<file path="src/include/wb_params.svh">
`ifndef WB_PARAMS_SVH
`define WB_PARAMS_SVH

// ~~~~~~~~~~~~~~~~~~~~~~~~~~~~~~~~~~~~~~~~~~~~~~~~~~~~~~~~~~~~~~~~~~~~~~~~~~~~
// datapath widths of the writeback path.
// ~~~~~~~~~~~~~~~~~~~~~~~~~~~~~~~~~~~~~~~~~~~~~~~~~~~~~~~~~~~~~~~~~~~~~~~~~~~~

// operand and result width.
`define WB_DW 32

// physical register tag width.
`define WB_TAG_W 6

// reorder buffer entry id width.
`define WB_ID_W 4

// ~~~~~~~~~~~~~~~~~~~~~~~~~~~~~~~~~~~~~~~~~~~~~~~~~~~~~~~~~~~~~~~~~~~~~~~~~~~~
// writeback arbitration.
// ~~~~~~~~~~~~~~~~~~~~~~~~~~~~~~~~~~~~~~~~~~~~~~~~~~~~~~~~~~~~~~~~~~~~~~~~~~~~

// units competing for the single rob write port, alu is way 0.
`define WB_WAYS 2

`endif

</file>
<file path="src/verilog/wb_pkg.sv">
package wb_pkg;

   // ~~~~~~~~~~~~~~~~~~~~~~~~~~~~~~~~~~~~~~~~~~~~~~~~~~~~~~~~~~~~~~~~~~~~~~~~~
   // integer unit opcodes.
   // ~~~~~~~~~~~~~~~~~~~~~~~~~~~~~~~~~~~~~~~~~~~~~~~~~~~~~~~~~~~~~~~~~~~~~~~~~
   typedef enum logic [2:0]
   {
      ALU_ADD = 3'd0,   // a + b.
      ALU_SUB = 3'd1,   // a - b.
      ALU_AND = 3'd2,   // bitwise and.
      ALU_OR  = 3'd3,   // bitwise or.
      ALU_XOR = 3'd4,   // bitwise xor.
      ALU_SLL = 3'd5,   // logical left shift by b[4:0].
      ALU_SRL = 3'd6    // logical right shift by b[4:0].
   } alu_op_e;

   // ~~~~~~~~~~~~~~~~~~~~~~~~~~~~~~~~~~~~~~~~~~~~~~~~~~~~~~~~~~~~~~~~~~~~~~~~~
   // multiplier sequencing.
   // ~~~~~~~~~~~~~~~~~~~~~~~~~~~~~~~~~~~~~~~~~~~~~~~~~~~~~~~~~~~~~~~~~~~~~~~~~
   typedef enum logic [1:0]
   {
      MUL_IDLE = 2'd0,  // ready for a new operation.
      MUL_BUSY = 2'd1,  // shift-add steps in progress.
      MUL_DONE = 2'd2   // product waiting for writeback.
   } mul_state_e;

endpackage

</file>
<file path="src/verilog/wb_arbiter.sv">
`include "wb_params.svh"

module wb_arbiter
#(
   parameter int WAYS = 2
)
(
   input  logic                         clk,            // only sampled by bound checks.
   input  logic                         arst_n,
   input  logic [WAYS-1:0]              fu_wb_valid,
   output logic [WAYS-1:0]              fu_wb_ready,
   input  logic [WAYS*`WB_DW-1:0]       fu_wb_data,
   input  logic [WAYS*`WB_TAG_W-1:0]    fu_wb_tag,
   input  logic [WAYS*`WB_ID_W-1:0]     fu_wb_id,
   output logic                         rob_wb_valid,
   input  logic                         rob_wb_ready,
   output logic [`WB_DW-1:0]            rob_wb_data,
   output logic [`WB_TAG_W-1:0]         rob_wb_tag,
   output logic [`WB_ID_W-1:0]          rob_wb_id
);

   logic [WAYS-1:0] grant;   // one-hot, or zero when nobody is valid.

   // ~~~~~~~~~~~~~~~~~~~~~~~~~~~~~~~~~~~~~~~~~~~~~~~~~~~~~~~~~~~~~~~~~~~~~~~~~
   // fixed priority, lowest way wins.
   // ~~~~~~~~~~~~~~~~~~~~~~~~~~~~~~~~~~~~~~~~~~~~~~~~~~~~~~~~~~~~~~~~~~~~~~~~~

   // two's complement trick keeps only the lowest set bit.
   assign grant = fu_wb_valid & (~fu_wb_valid + 1'b1);

   // only the winner sees the rob handshake.
   assign fu_wb_ready = grant & {WAYS{rob_wb_ready}};

   assign rob_wb_valid = |fu_wb_valid;   // any unit pending.

   // ~~~~~~~~~~~~~~~~~~~~~~~~~~~~~~~~~~~~~~~~~~~~~~~~~~~~~~~~~~~~~~~~~~~~~~~~~
   // and-or result mux.
   // ~~~~~~~~~~~~~~~~~~~~~~~~~~~~~~~~~~~~~~~~~~~~~~~~~~~~~~~~~~~~~~~~~~~~~~~~~
   always_comb
   begin
      rob_wb_data = '0;   // zero when no way is granted.
      rob_wb_tag  = '0;
      rob_wb_id   = '0;

      for (int i = 0; i < WAYS; i++)
      begin
         // at most one grant bit is set, so or-ing is a clean select.
         rob_wb_data = rob_wb_data |
                       (fu_wb_data[i*`WB_DW +: `WB_DW] & {`WB_DW{grant[i]}});
         rob_wb_tag  = rob_wb_tag |
                       (fu_wb_tag[i*`WB_TAG_W +: `WB_TAG_W] & {`WB_TAG_W{grant[i]}});
         rob_wb_id   = rob_wb_id |
                       (fu_wb_id[i*`WB_ID_W +: `WB_ID_W] & {`WB_ID_W{grant[i]}});
      end
   end

endmodule

</file>
<file path="src/verilog/alu_unit.sv">
`include "wb_params.svh"

module alu_unit
(
   input  logic                  clk,
   input  logic                  arst_n,
   // issue side.
   input  logic                  issue_valid,
   output logic                  issue_ready,
   input  wb_pkg::alu_op_e       op,
   input  logic [`WB_DW-1:0]     a,
   input  logic [`WB_DW-1:0]     b,
   input  logic [`WB_TAG_W-1:0]  tag,
   input  logic [`WB_ID_W-1:0]   id,
   // writeback side.
   output logic                  wb_valid,
   input  logic                  wb_ready,
   output logic [`WB_DW-1:0]     wb_data,
   output logic [`WB_TAG_W-1:0]  wb_tag,
   output logic [`WB_ID_W-1:0]   wb_id
);

   import wb_pkg::*;

   localparam int SH_W = $clog2(`WB_DW);   // shift amount bits, 5 for 32.

   logic [`WB_DW-1:0] result;      // combinational alu output.
   logic [SH_W-1:0]   shamt;
   logic              issue_fire;  // operation accepted this cycle.

   assign shamt = b[SH_W-1:0];

   // ~~~~~~~~~~~~~~~~~~~~~~~~~~~~~~~~~~~~~~~~~~~~~~~~~~~~~~~~~~~~~~~~~~~~~~~~~
   // execute.
   // ~~~~~~~~~~~~~~~~~~~~~~~~~~~~~~~~~~~~~~~~~~~~~~~~~~~~~~~~~~~~~~~~~~~~~~~~~
   always_comb
   begin
      case (op)
         ALU_ADD: result = a + b;
         ALU_SUB: result = a - b;
         ALU_AND: result = a & b;
         ALU_OR:  result = a | b;
         ALU_XOR: result = a ^ b;
         ALU_SLL: result = a << shamt;
         ALU_SRL: result = a >> shamt;
         default: result = '0;   // unused encoding.
      endcase
   end

   // ~~~~~~~~~~~~~~~~~~~~~~~~~~~~~~~~~~~~~~~~~~~~~~~~~~~~~~~~~~~~~~~~~~~~~~~~~
   // one-entry result holding register.
   // ~~~~~~~~~~~~~~~~~~~~~~~~~~~~~~~~~~~~~~~~~~~~~~~~~~~~~~~~~~~~~~~~~~~~~~~~~

   // free slot, or the held result leaves on this same edge.
   assign issue_ready = !wb_valid || wb_ready;
   assign issue_fire  = issue_valid && issue_ready;

   // valid bit.
   always_ff @(posedge clk or negedge arst_n)
   begin
      if (!arst_n)
      begin
         wb_valid <= 1'b0;
      end
      else if (issue_fire)
      begin
         wb_valid <= 1'b1;   // refill, possibly while draining.
      end
      else if (wb_ready)
      begin
         wb_valid <= 1'b0;   // drained, nothing behind it.
      end
   end

   // payload, only written on acceptance so it holds under back-pressure.
   always_ff @(posedge clk)
   begin
      if (issue_fire)
      begin
         wb_data <= result;
         wb_tag  <= tag;
         wb_id   <= id;
      end
   end

endmodule

</file>
<file path="src/verilog/mul_unit.sv">
`include "wb_params.svh"

module mul_unit
(
   input  logic                  clk,
   input  logic                  arst_n,
   // issue side.
   input  logic                  issue_valid,
   output logic                  issue_ready,
   input  logic [`WB_DW-1:0]     a,
   input  logic [`WB_DW-1:0]     b,
   input  logic [`WB_TAG_W-1:0]  tag,
   input  logic [`WB_ID_W-1:0]   id,
   // writeback side.
   output logic                  wb_valid,
   input  logic                  wb_ready,
   output logic [`WB_DW-1:0]     wb_data,
   output logic [`WB_TAG_W-1:0]  wb_tag,
   output logic [`WB_ID_W-1:0]   wb_id
);

   import wb_pkg::*;

   localparam int CNT_W = $clog2(`WB_DW);   // enough for WB_DW steps.

   mul_state_e        state;
   logic [CNT_W-1:0]  bit_cnt;     // multiplier bits consumed so far.
   logic [`WB_DW-1:0] mcand;       // shifted left each step.
   logic [`WB_DW-1:0] mplier;      // shifted right each step.
   logic [`WB_DW-1:0] acc;         // running low product.
   logic              issue_fire;
   logic              last_step;

   assign issue_ready = (state == MUL_IDLE);   // one operation in flight.
   assign issue_fire  = issue_valid && issue_ready;
   assign last_step   = (bit_cnt == CNT_W'(`WB_DW - 1));

   // ~~~~~~~~~~~~~~~~~~~~~~~~~~~~~~~~~~~~~~~~~~~~~~~~~~~~~~~~~~~~~~~~~~~~~~~~~
   // control FSM.
   // ~~~~~~~~~~~~~~~~~~~~~~~~~~~~~~~~~~~~~~~~~~~~~~~~~~~~~~~~~~~~~~~~~~~~~~~~~
   always_ff @(posedge clk or negedge arst_n)
   begin
      if (!arst_n)
      begin
         state   <= MUL_IDLE;
         bit_cnt <= '0;
      end
      else
      begin
         case (state)
            MUL_IDLE:
            begin
               if (issue_fire)
               begin
                  state   <= MUL_BUSY;
                  bit_cnt <= '0;
               end
            end
            MUL_BUSY:
            begin
               bit_cnt <= bit_cnt + 1'b1;
               // WB_DW busy cycles, then present the product.
               if (last_step)
               begin
                  state <= MUL_DONE;
               end
            end
            MUL_DONE:
            begin
               if (wb_ready)
               begin
                  state <= MUL_IDLE;   // handed to the rob.
               end
            end
            default: state <= MUL_IDLE;
         endcase
      end
   end

   // ~~~~~~~~~~~~~~~~~~~~~~~~~~~~~~~~~~~~~~~~~~~~~~~~~~~~~~~~~~~~~~~~~~~~~~~~~
   // shift-add datapath.
   // ~~~~~~~~~~~~~~~~~~~~~~~~~~~~~~~~~~~~~~~~~~~~~~~~~~~~~~~~~~~~~~~~~~~~~~~~~
   always_ff @(posedge clk)
   begin
      if (issue_fire)
      begin
         mcand  <= a;
         mplier <= b;
         acc    <= '0;
         wb_tag <= tag;   // carried alongside until writeback.
         wb_id  <= id;
      end
      else if (state == MUL_BUSY)
      begin
         if (mplier[0])
         begin
            acc <= acc + mcand;   // add the weighted multiplicand.
         end
         mcand  <= mcand << 1;    // upper bits fall off, low product only.
         mplier <= mplier >> 1;
      end
   end

   // acc is untouched in MUL_DONE so the result holds under back-pressure.
   assign wb_valid = (state == MUL_DONE);
   assign wb_data  = acc;

endmodule

</file>
<file path="src/verilog/wb_subsys_top.sv">
`include "wb_params.svh"

module wb_subsys_top
(
   input  logic                  clk,
   input  logic                  arst_n,
   // alu issue port.
   input  logic                  alu_issue_valid,
   output logic                  alu_issue_ready,
   input  wb_pkg::alu_op_e       alu_op,
   input  logic [`WB_DW-1:0]     alu_a,
   input  logic [`WB_DW-1:0]     alu_b,
   input  logic [`WB_TAG_W-1:0]  alu_tag,
   input  logic [`WB_ID_W-1:0]   alu_id,
   // multiplier issue port.
   input  logic                  mul_issue_valid,
   output logic                  mul_issue_ready,
   input  logic [`WB_DW-1:0]     mul_a,
   input  logic [`WB_DW-1:0]     mul_b,
   input  logic [`WB_TAG_W-1:0]  mul_tag,
   input  logic [`WB_ID_W-1:0]   mul_id,
   // toward the reorder buffer.
   output logic                  rob_wb_valid,
   input  logic                  rob_wb_ready,
   output logic [`WB_DW-1:0]     rob_wb_data,
   output logic [`WB_TAG_W-1:0]  rob_wb_tag,
   output logic [`WB_ID_W-1:0]   rob_wb_id
);

   // ~~~~~~~~~~~~~~~~~~~~~~~~~~~~~~~~~~~~~~~~~~~~~~~~~~~~~~~~~~~~~~~~~~~~~~~~~
   // packed unit writeback buses, way 0 is the alu.
   // ~~~~~~~~~~~~~~~~~~~~~~~~~~~~~~~~~~~~~~~~~~~~~~~~~~~~~~~~~~~~~~~~~~~~~~~~~
   logic [`WB_WAYS-1:0]            fu_wb_valid;
   logic [`WB_WAYS-1:0]            fu_wb_ready;
   logic [`WB_WAYS*`WB_DW-1:0]     fu_wb_data;
   logic [`WB_WAYS*`WB_TAG_W-1:0]  fu_wb_tag;
   logic [`WB_WAYS*`WB_ID_W-1:0]   fu_wb_id;

   alu_unit u_alu
   (
      .clk         (clk),
      .arst_n      (arst_n),
      .issue_valid (alu_issue_valid),
      .issue_ready (alu_issue_ready),
      .op          (alu_op),
      .a           (alu_a),
      .b           (alu_b),
      .tag         (alu_tag),
      .id          (alu_id),
      .wb_valid    (fu_wb_valid[0]),
      .wb_ready    (fu_wb_ready[0]),
      .wb_data     (fu_wb_data[0*`WB_DW +: `WB_DW]),
      .wb_tag      (fu_wb_tag[0*`WB_TAG_W +: `WB_TAG_W]),
      .wb_id       (fu_wb_id[0*`WB_ID_W +: `WB_ID_W])
   );

   mul_unit u_mul
   (
      .clk         (clk),
      .arst_n      (arst_n),
      .issue_valid (mul_issue_valid),
      .issue_ready (mul_issue_ready),
      .a           (mul_a),
      .b           (mul_b),
      .tag         (mul_tag),
      .id          (mul_id),
      .wb_valid    (fu_wb_valid[1]),
      .wb_ready    (fu_wb_ready[1]),
      .wb_data     (fu_wb_data[1*`WB_DW +: `WB_DW]),
      .wb_tag      (fu_wb_tag[1*`WB_TAG_W +: `WB_TAG_W]),
      .wb_id       (fu_wb_id[1*`WB_ID_W +: `WB_ID_W])
   );

   // combinational, adds no cycle between unit and rob.
   wb_arbiter #(.WAYS(`WB_WAYS)) u_arb
   (
      .clk          (clk),
      .arst_n       (arst_n),
      .fu_wb_valid  (fu_wb_valid),
      .fu_wb_ready  (fu_wb_ready),
      .fu_wb_data   (fu_wb_data),
      .fu_wb_tag    (fu_wb_tag),
      .fu_wb_id     (fu_wb_id),
      .rob_wb_valid (rob_wb_valid),
      .rob_wb_ready (rob_wb_ready),
      .rob_wb_data  (rob_wb_data),
      .rob_wb_tag   (rob_wb_tag),
      .rob_wb_id    (rob_wb_id)
   );

endmodule

</file>
<file path="config.mk">
export PLATFORM = sky130hd
export DESIGN_NAME = wb_subsys_top
export DESIGN_NICKNAME = d
export VERILOG_FILES = /design/src/verilog/wb_pkg.sv /design/src/verilog/wb_arbiter.sv /design/src/verilog/alu_unit.sv /design/src/verilog/mul_unit.sv /design/src/verilog/wb_subsys_top.sv
export VERILOG_INCLUDE_DIRS = /design/src /design/src/include
export SDC_FILE = /design/constraint.sdc
export NUM_CORES = 1
export LEC_CHECK = 0
export BUFFER_PORTS_ARGS = -buffer_cell sky130_fd_sc_hd__buf_2
export CAP_MARGIN = 40
export CORE_ASPECT_RATIO = 1.1
export CORE_MARGIN = 8
export CORE_UTILIZATION = 25
export CTS_CLUSTER_DIAMETER = 40
export DETAILED_ROUTE_END_ITERATION = 7
export PLACE_DENSITY = 0.45
export SYNTH_ARGS = -nofsm -noshare
export SYNTH_HDL_FRONTEND = slang
export SYNTH_SLANG_ARGS = --single-unit
</file>
<file path="constraint.sdc">
create_clock -name clk -period 2.46 [get_ports clk]
set_input_delay 0.123 -clock clk [delete_from_list [all_inputs] [get_ports clk]]
set_output_delay 0.123 -clock clk [all_outputs]
set_load 0.03 [all_outputs]
</file>
After elaboration in Yosys (flattened, before gate mapping)
Index checks and enable logic that the tools add are counted.
{"block": "classes", "n_reduce_logical": 13, "eq_ne": 12, "shifts": 2, "bitwise": 15, "muxes": 13, "add_sub_neg": 5}
{"op": "$pmux W32 S7", "n": 1}
{"op": "$mux W32", "n": 4}
{"op": "$and A32 B32 Y32", "n": 3}
{"op": "$add A32 B32 Y32", "n": 2}
{"op": "$or A32 B32 Y32", "n": 2}
{"op": "$shl A32 B5 Y32", "n": 1}
{"op": "$shr A32 B5 Y32", "n": 1}
{"op": "$sub A32 B32 Y32", "n": 1}
{"op": "$xor A32 B32 Y32", "n": 1}
{"op": "$and A6 B6 Y6", "n": 2}
{"op": "$pmux W5 S2", "n": 1}
{"op": "$eq A3 B3 Y1 const B", "n": 3}
{"op": "$and A4 B4 Y4", "n": 2}
{"op": "$eq A3 B2 Y1 const B", "n": 2}
{"op": "$mux W2", "n": 3}
{"op": "$or A6 B6 Y6", "n": 1}
{"op": "$pmux W2 S3", "n": 1}
{"op": "$reduce_bool A2 Y1", "n": 3}
{"op": "$add A5 B1 Y5 const B", "n": 1}
{"op": "$eq A5 B5 Y1 const B", "n": 1}
{"op": "$mux W5", "n": 1}
{"op": "$and A2 B2 Y2", "n": 2}
{"op": "$ne A2 B2 Y1 const B", "n": 2}
{"op": "$or A4 B4 Y4", "n": 1}
{"op": "15 further kinds", "n": 18}
{"block": "word_totals", "regBits": 156, "out_inout_bits": 45, "wordCells": 71, "inputBits": 156}

Logic depth before layout (Yosys ltp)
{"block": "logic_depth", "depth_word": 8, "ltp_mapped": 24}

Cells and area by module
Synthesis repeated with hierarchy kept, for this count alone.
{"block": "unflattened", "hier_cells": 1938, "hier_area_um2": 15600.0}
{"mod": "alu_unit", "seq_area_each_um2": 1286.2, "instances": 1, "cells_each": 1120, "area_each_um2": 8929.8}
{"mod": "mul_unit", "seq_area_each_um2": 3037.9, "instances": 1, "cells_each": 674, "area_each_um2": 6020.8}
{"mod": "wb_arbiter", "seq_area_each_um2": 0.0, "instances": 1, "cells_each": 144, "area_each_um2": 649.4}

Worst setup path before layout
OpenSTA, ideal clock, no wires.
{"block": "synth_path", "kind": "input port to flip-flop", "from": "in alu_b[0]", "to": "reg u_alu.wb_data[31] (data pin)", "t_required_ns": 2.201, "setup_time_ns": 0.259, "t_arrival_ns": 4.315, "cell_stages": 21, "setup_slack_ns": -2.114, "cell_sequence": "buf_2 > inv_1 > buf_2 > buf_1 > ha_1 > nand2b_1 > and3b_1 > nand2_1 > or4_1 > nor2_1 > nand2_1 > nor3_1 > a21oi_1 > xnor2_1 > ha_1 > clkbuf_1 > a21oi_1 > o21ai_0 > o41ai_1 > o21bai_1 > a211o_1"}
{"block": "synth_via", "elab_chain_len": 2, "word_cells_on_any_way": 5, "cone_classes": "add/sub (2); shift (2); mux (1)"}
{"item": "from (decl)", "line": "wb_subsys_top.sv:12", "rtl": "input logic [`WB_DW-1:0] alu_b,"}
{"item": "$sub A32 B32 Y32 (tied with other cells)", "line": "alu_unit.sv:40", "rtl": "ALU_SUB: result = a - b;"}
{"item": "$pmux W32 S7 *", "line": "alu_unit.sv:38", "rtl": "case (op)"}
{"item": "via u_alu.result[31]", "line": "alu_unit.sv:27", "rtl": "logic [`WB_DW-1:0] result;"}
{"item": "to (signal assigned)", "line": "alu_unit.sv:80", "rtl": "wb_data <= result;"}
{"item": "to (decl)", "line": "alu_unit.sv:18", "rtl": "output logic [`WB_DW-1:0] wb_data,"}
The timed path passes the listed nets; every way through them passes the cells marked *.
A chain may end at the register's enable or synchronous reset.

Final worst setup path
{"block": "layout_path", "from": "in alu_b[1]", "to": "reg u_alu.wb_data[27] (data pin)"}
Same word-level chain as after synthesis.

==> metrics.csv <==
metric;value;unit
core area;0.05853;mm²
fin crit share;1.388;
failing checks;setup timing;
routed length per instance;20.42;µm
DP Area;0.01989;mm²
Final min period;3.414;ns
largest net degree at the start of global routing;98;
CTS tree;yes;
ANT nets after route;0;
leak pwr;10.31;nW
GRT Total Usage;0.1906;
fin nets;2756;
area grow syn2layout;52.95;%
drt via density;4.998;
initial core utilization;0.2528;
placed cells;3092;
WHS;0.05177;ns
Avg Inst Size Synth;8.181;µm²
main combinational cell family by area after synthesis;compound AO/OA/AOI/OAI gates;
total die area;0.06725;mm²
CTS root buf;clkbuf_16;
Routed WL;66200;µm
gp weighted congestion;0.9625;
Fill cells;6020;
critical path peak fanout;4;
CP peak stage delay;0.46;ns
first-pass GRT wire length;99210;µm
share of the synthesized area in the top cell type;0.2354;
Final Max Slew Viols;0;
post-synthesis sequential area ratio;0.2922;
hold crit path type;in -> reg;
Vias;16200;
final setup violation count;32;
DP Wirelength;52780;µm
mux cell area share after synthesis;0.07888;
Final Hold Vio Count;0;
Commonest cells post-synth;nand2_1 (307), nor2_1 (146), o21ai_0 (146), ha_1 (130), a21oi_1 (125);
relative slew slack;0.4700;
initial antenna violation count;0;
fin worst setup slack;-0.9537;ns
compound-gate portion of the synthesized area;0.2410;
GRT overflow;0;
Rows;93;
I/O Pins;201;
Clock Path Buffers;2;
EDFF count, synth;116;
#FFs+latches synth;156;
ranking of synthesized cells by area;edfxtp_1 (24%), ha_1 (11%), nand2_1 (7.8%), mux2i_1 (5.1%), o21ai_0 (4.9%);
clock sinks;156;
vias in the first global route;16620;
Mapped Cells;1809;
Data required, critical path;2.66;ns
clk_lat worst skew;0.44;ns
Reg clk slew, reported paths;0.07;ns
post-synthesis simple-gate area fraction;0.1807;
count leader, synth;nand2_1;
Power Total;18.96;mW
Synth Cell Area;0.01480;mm²
CP arrival;3.61;ns
CTS HTree Levels;4;
syn_nets;2097;
cell taking the most area after synthesis;edfxtp_1;
CP Cell Sequence;buf_8 > inv_6 > ha_4 > nand2b_4 > and3b_2 > nand2_2 > or4_4 > nor2_4 > buf_4 > nand2_4 > nand2_2 > xnor2_1 > ha_2 > nor2_1 > nor2_1 > o41ai_2 > nor2b_1 > a31o_4 > a221oi_4 > nor3_2 > or3_1 > a31o_1;
Syn. warnings;0;
CTS Buf Count;17;
fin area;0.02264;mm²
WS Path Type;in -> reg;
worst slew pin tran;0.7921;ns
Startpoint Class;input port;
Slowest-stage cell, CP;or4_4;
RSZ-0062 raised after global routing;true;
Fin Setup TNS;-14.63;ns
DRT Pass-1 Iters;5;
Clock Skews;0.01201;ns
Unique masters post-synth;73;
share of cells above drive strength 1;0.3559;
die width;248.0;µm
fmax;0.2929;GHz
Non-Filler Instances;3241;
number of port buffers;200;
status;finished, violations left;
# DRC;0;
n_diodes;0;
xor and xnor area share after synthesis;0.04616;
crit end category;flip-flop;
die extent in y;271.2;µm
Post-Synth Adder-Cell Area;0.1126;
power per cell area;837.4;mW/mm²
Worst VDD drop;0.0004743;V
Post-synth top flop;edfxtp_1;
max-cap check violation count;0;
fraction of registers with async set/reset;0.05128;
DRT iter0 DRCs;1078;
[worst max-delay path, delay by kind of cell]
family,cells,cell delay [ns]
buffers and inverters,3,0.28
adders and majority gates,2,0.47
AOI/OAI and AO/OA,4,0.82
and+or+nand+nor,12,1.80
xor gates and xnor gates,1,0.12
[cell families (layout without fill, tap and decap cells)]
family | count (synthesis) | after routing
fa+ha+maj | 132 | 132
simple gates | 610 | 610
xor+xnor | 78 | 78
buf+inv | 188 | 860
compound gates | 549 | 549
mux | 96 | 96
flops | 156 | 156
[cell type report]
type | instances | area (µm²) | share of cell area
clock buffer | 23 | 509.2 | 0.02250
clock inverter | 9 | 76.32 | 0.003372
inverter | 82 | 320.3 | 0.01415
multi-input combinational | 1465 | 10800 | 0.4769
sequential | 156 | 4324 | 0.1910
tap | 760 | 950.9 | 0.04201
timing repair buffer | 746 | 5659 | 0.2500
[timing repair]
| action | CTS | global route |
|---|---|---|
| pin swaps | 98 | 64 |
| gates resized for setup | 159 | 82 |
| buffers inserted | 19 | 18 |
| setup endpoints to repair | 52 | 48 |
| endpoints found under the hold margin | 94 | 0 |
| hold buffers | 88 | 0 |
[through the flow]
step                setup slack, ns    util
finish                      -0.9537  0.3867
global route                 -1.095  0.3867
CTS                         -0.9069  0.3784
detailed placement           -1.740  0.3398
global placement             -1.681  0.3393
floorplan                    -1.619       -
[where the power goes]
part	switching, mW	internal, mW
sequential	0.573	4.16
clock	1.12	1.47
combinational	6.12	5.51
total	7.82	11.1
[routing by layer]
| metal | up-vias | global-route usage | routed length, µm |
|---|---|---|---|
| met5 | - | 0 | 0 |
| met4 | 0 | 0.08326 | 2847 |
| met3 | 89 | 0.02024 | 2562 |
| met2 | 413 | 0.3302 | 32190 |
| met1 | 7788 | 0.2364 | 28590 |
| li1 | 7910 | - | - |
[placed cells by master, fill, tap and decap left out, drive strengths merged, types with 10 or more instances in the layout]
cell / netlist / routed
o22ai: 35 / 35
a31oi: 14 / 14
a21oi: 125 / 125
a22o: 46 / 46
xnor2: 57 / 57
nor2: 146 / 146
o21a: 14 / 14
xor2: 21 / 21
o211ai: 10 / 10
dlygate4sd3: 0 / 88
nand3: 17 / 17
inv: 81 / 81
nand2b: 37 / 37
o221ai: 13 / 13
dfxtp: 32 / 32
a21o: 13 / 13
nor3: 26 / 26
nor2b: 15 / 15
a22oi: 36 / 36
edfxtp: 116 / 116
ha: 130 / 130
o21ai: 146 / 146
a211o: 16 / 16
a211oi: 19 / 19
nand2: 307 / 307
or3: 13 / 13
buf: 25 / 658
and3: 13 / 13
mux4: 16 / 16
mux2i: 75 / 75
clkbuf: 81 / 23
[flip-flops by register name (all words and copies together) (netlist names)]
| name | count |
|---|---|
| u_alu.wb_tag | 6 |
| u_mul.wb_tag | 6 |
| u_mul.bit_cnt | 5 |
| u_mul.wb_data | 32 |
| u_mul.mcand | 32 |
| u_mul.wb_id | 4 |
| u_mul.mplier | 32 |
| u_alu.wb_data | 32 |
| u_alu.wb_id | 4 |
| u_mul.state | 2 |
| u_alu.wb_valid | 1 |
[path summary, 6_finish.rpt]
check | cells past startpoint | end | slack, ns | startpoint
max | 22 | u_alu.wb_data[27] | -0.95 | alu_b[1]
min | 2 | u_mul.mplier[31] | 0.05 | mul_issue_valid
max reg2reg | 13 | u_mul.wb_data[22] | -0.12 | u_mul.mcand[0]
min reg2reg | 2 | u_mul.wb_data[9] | 0.48 | u_mul.wb_data[9]
max in group asynchronous | 2 | u_mul.bit_cnt[1] | 2.22 | arst_n
min in group asynchronous | 2 | u_mul.bit_cnt[3] | 0.07 | arst_n
(Power assumes the default switching activity.)
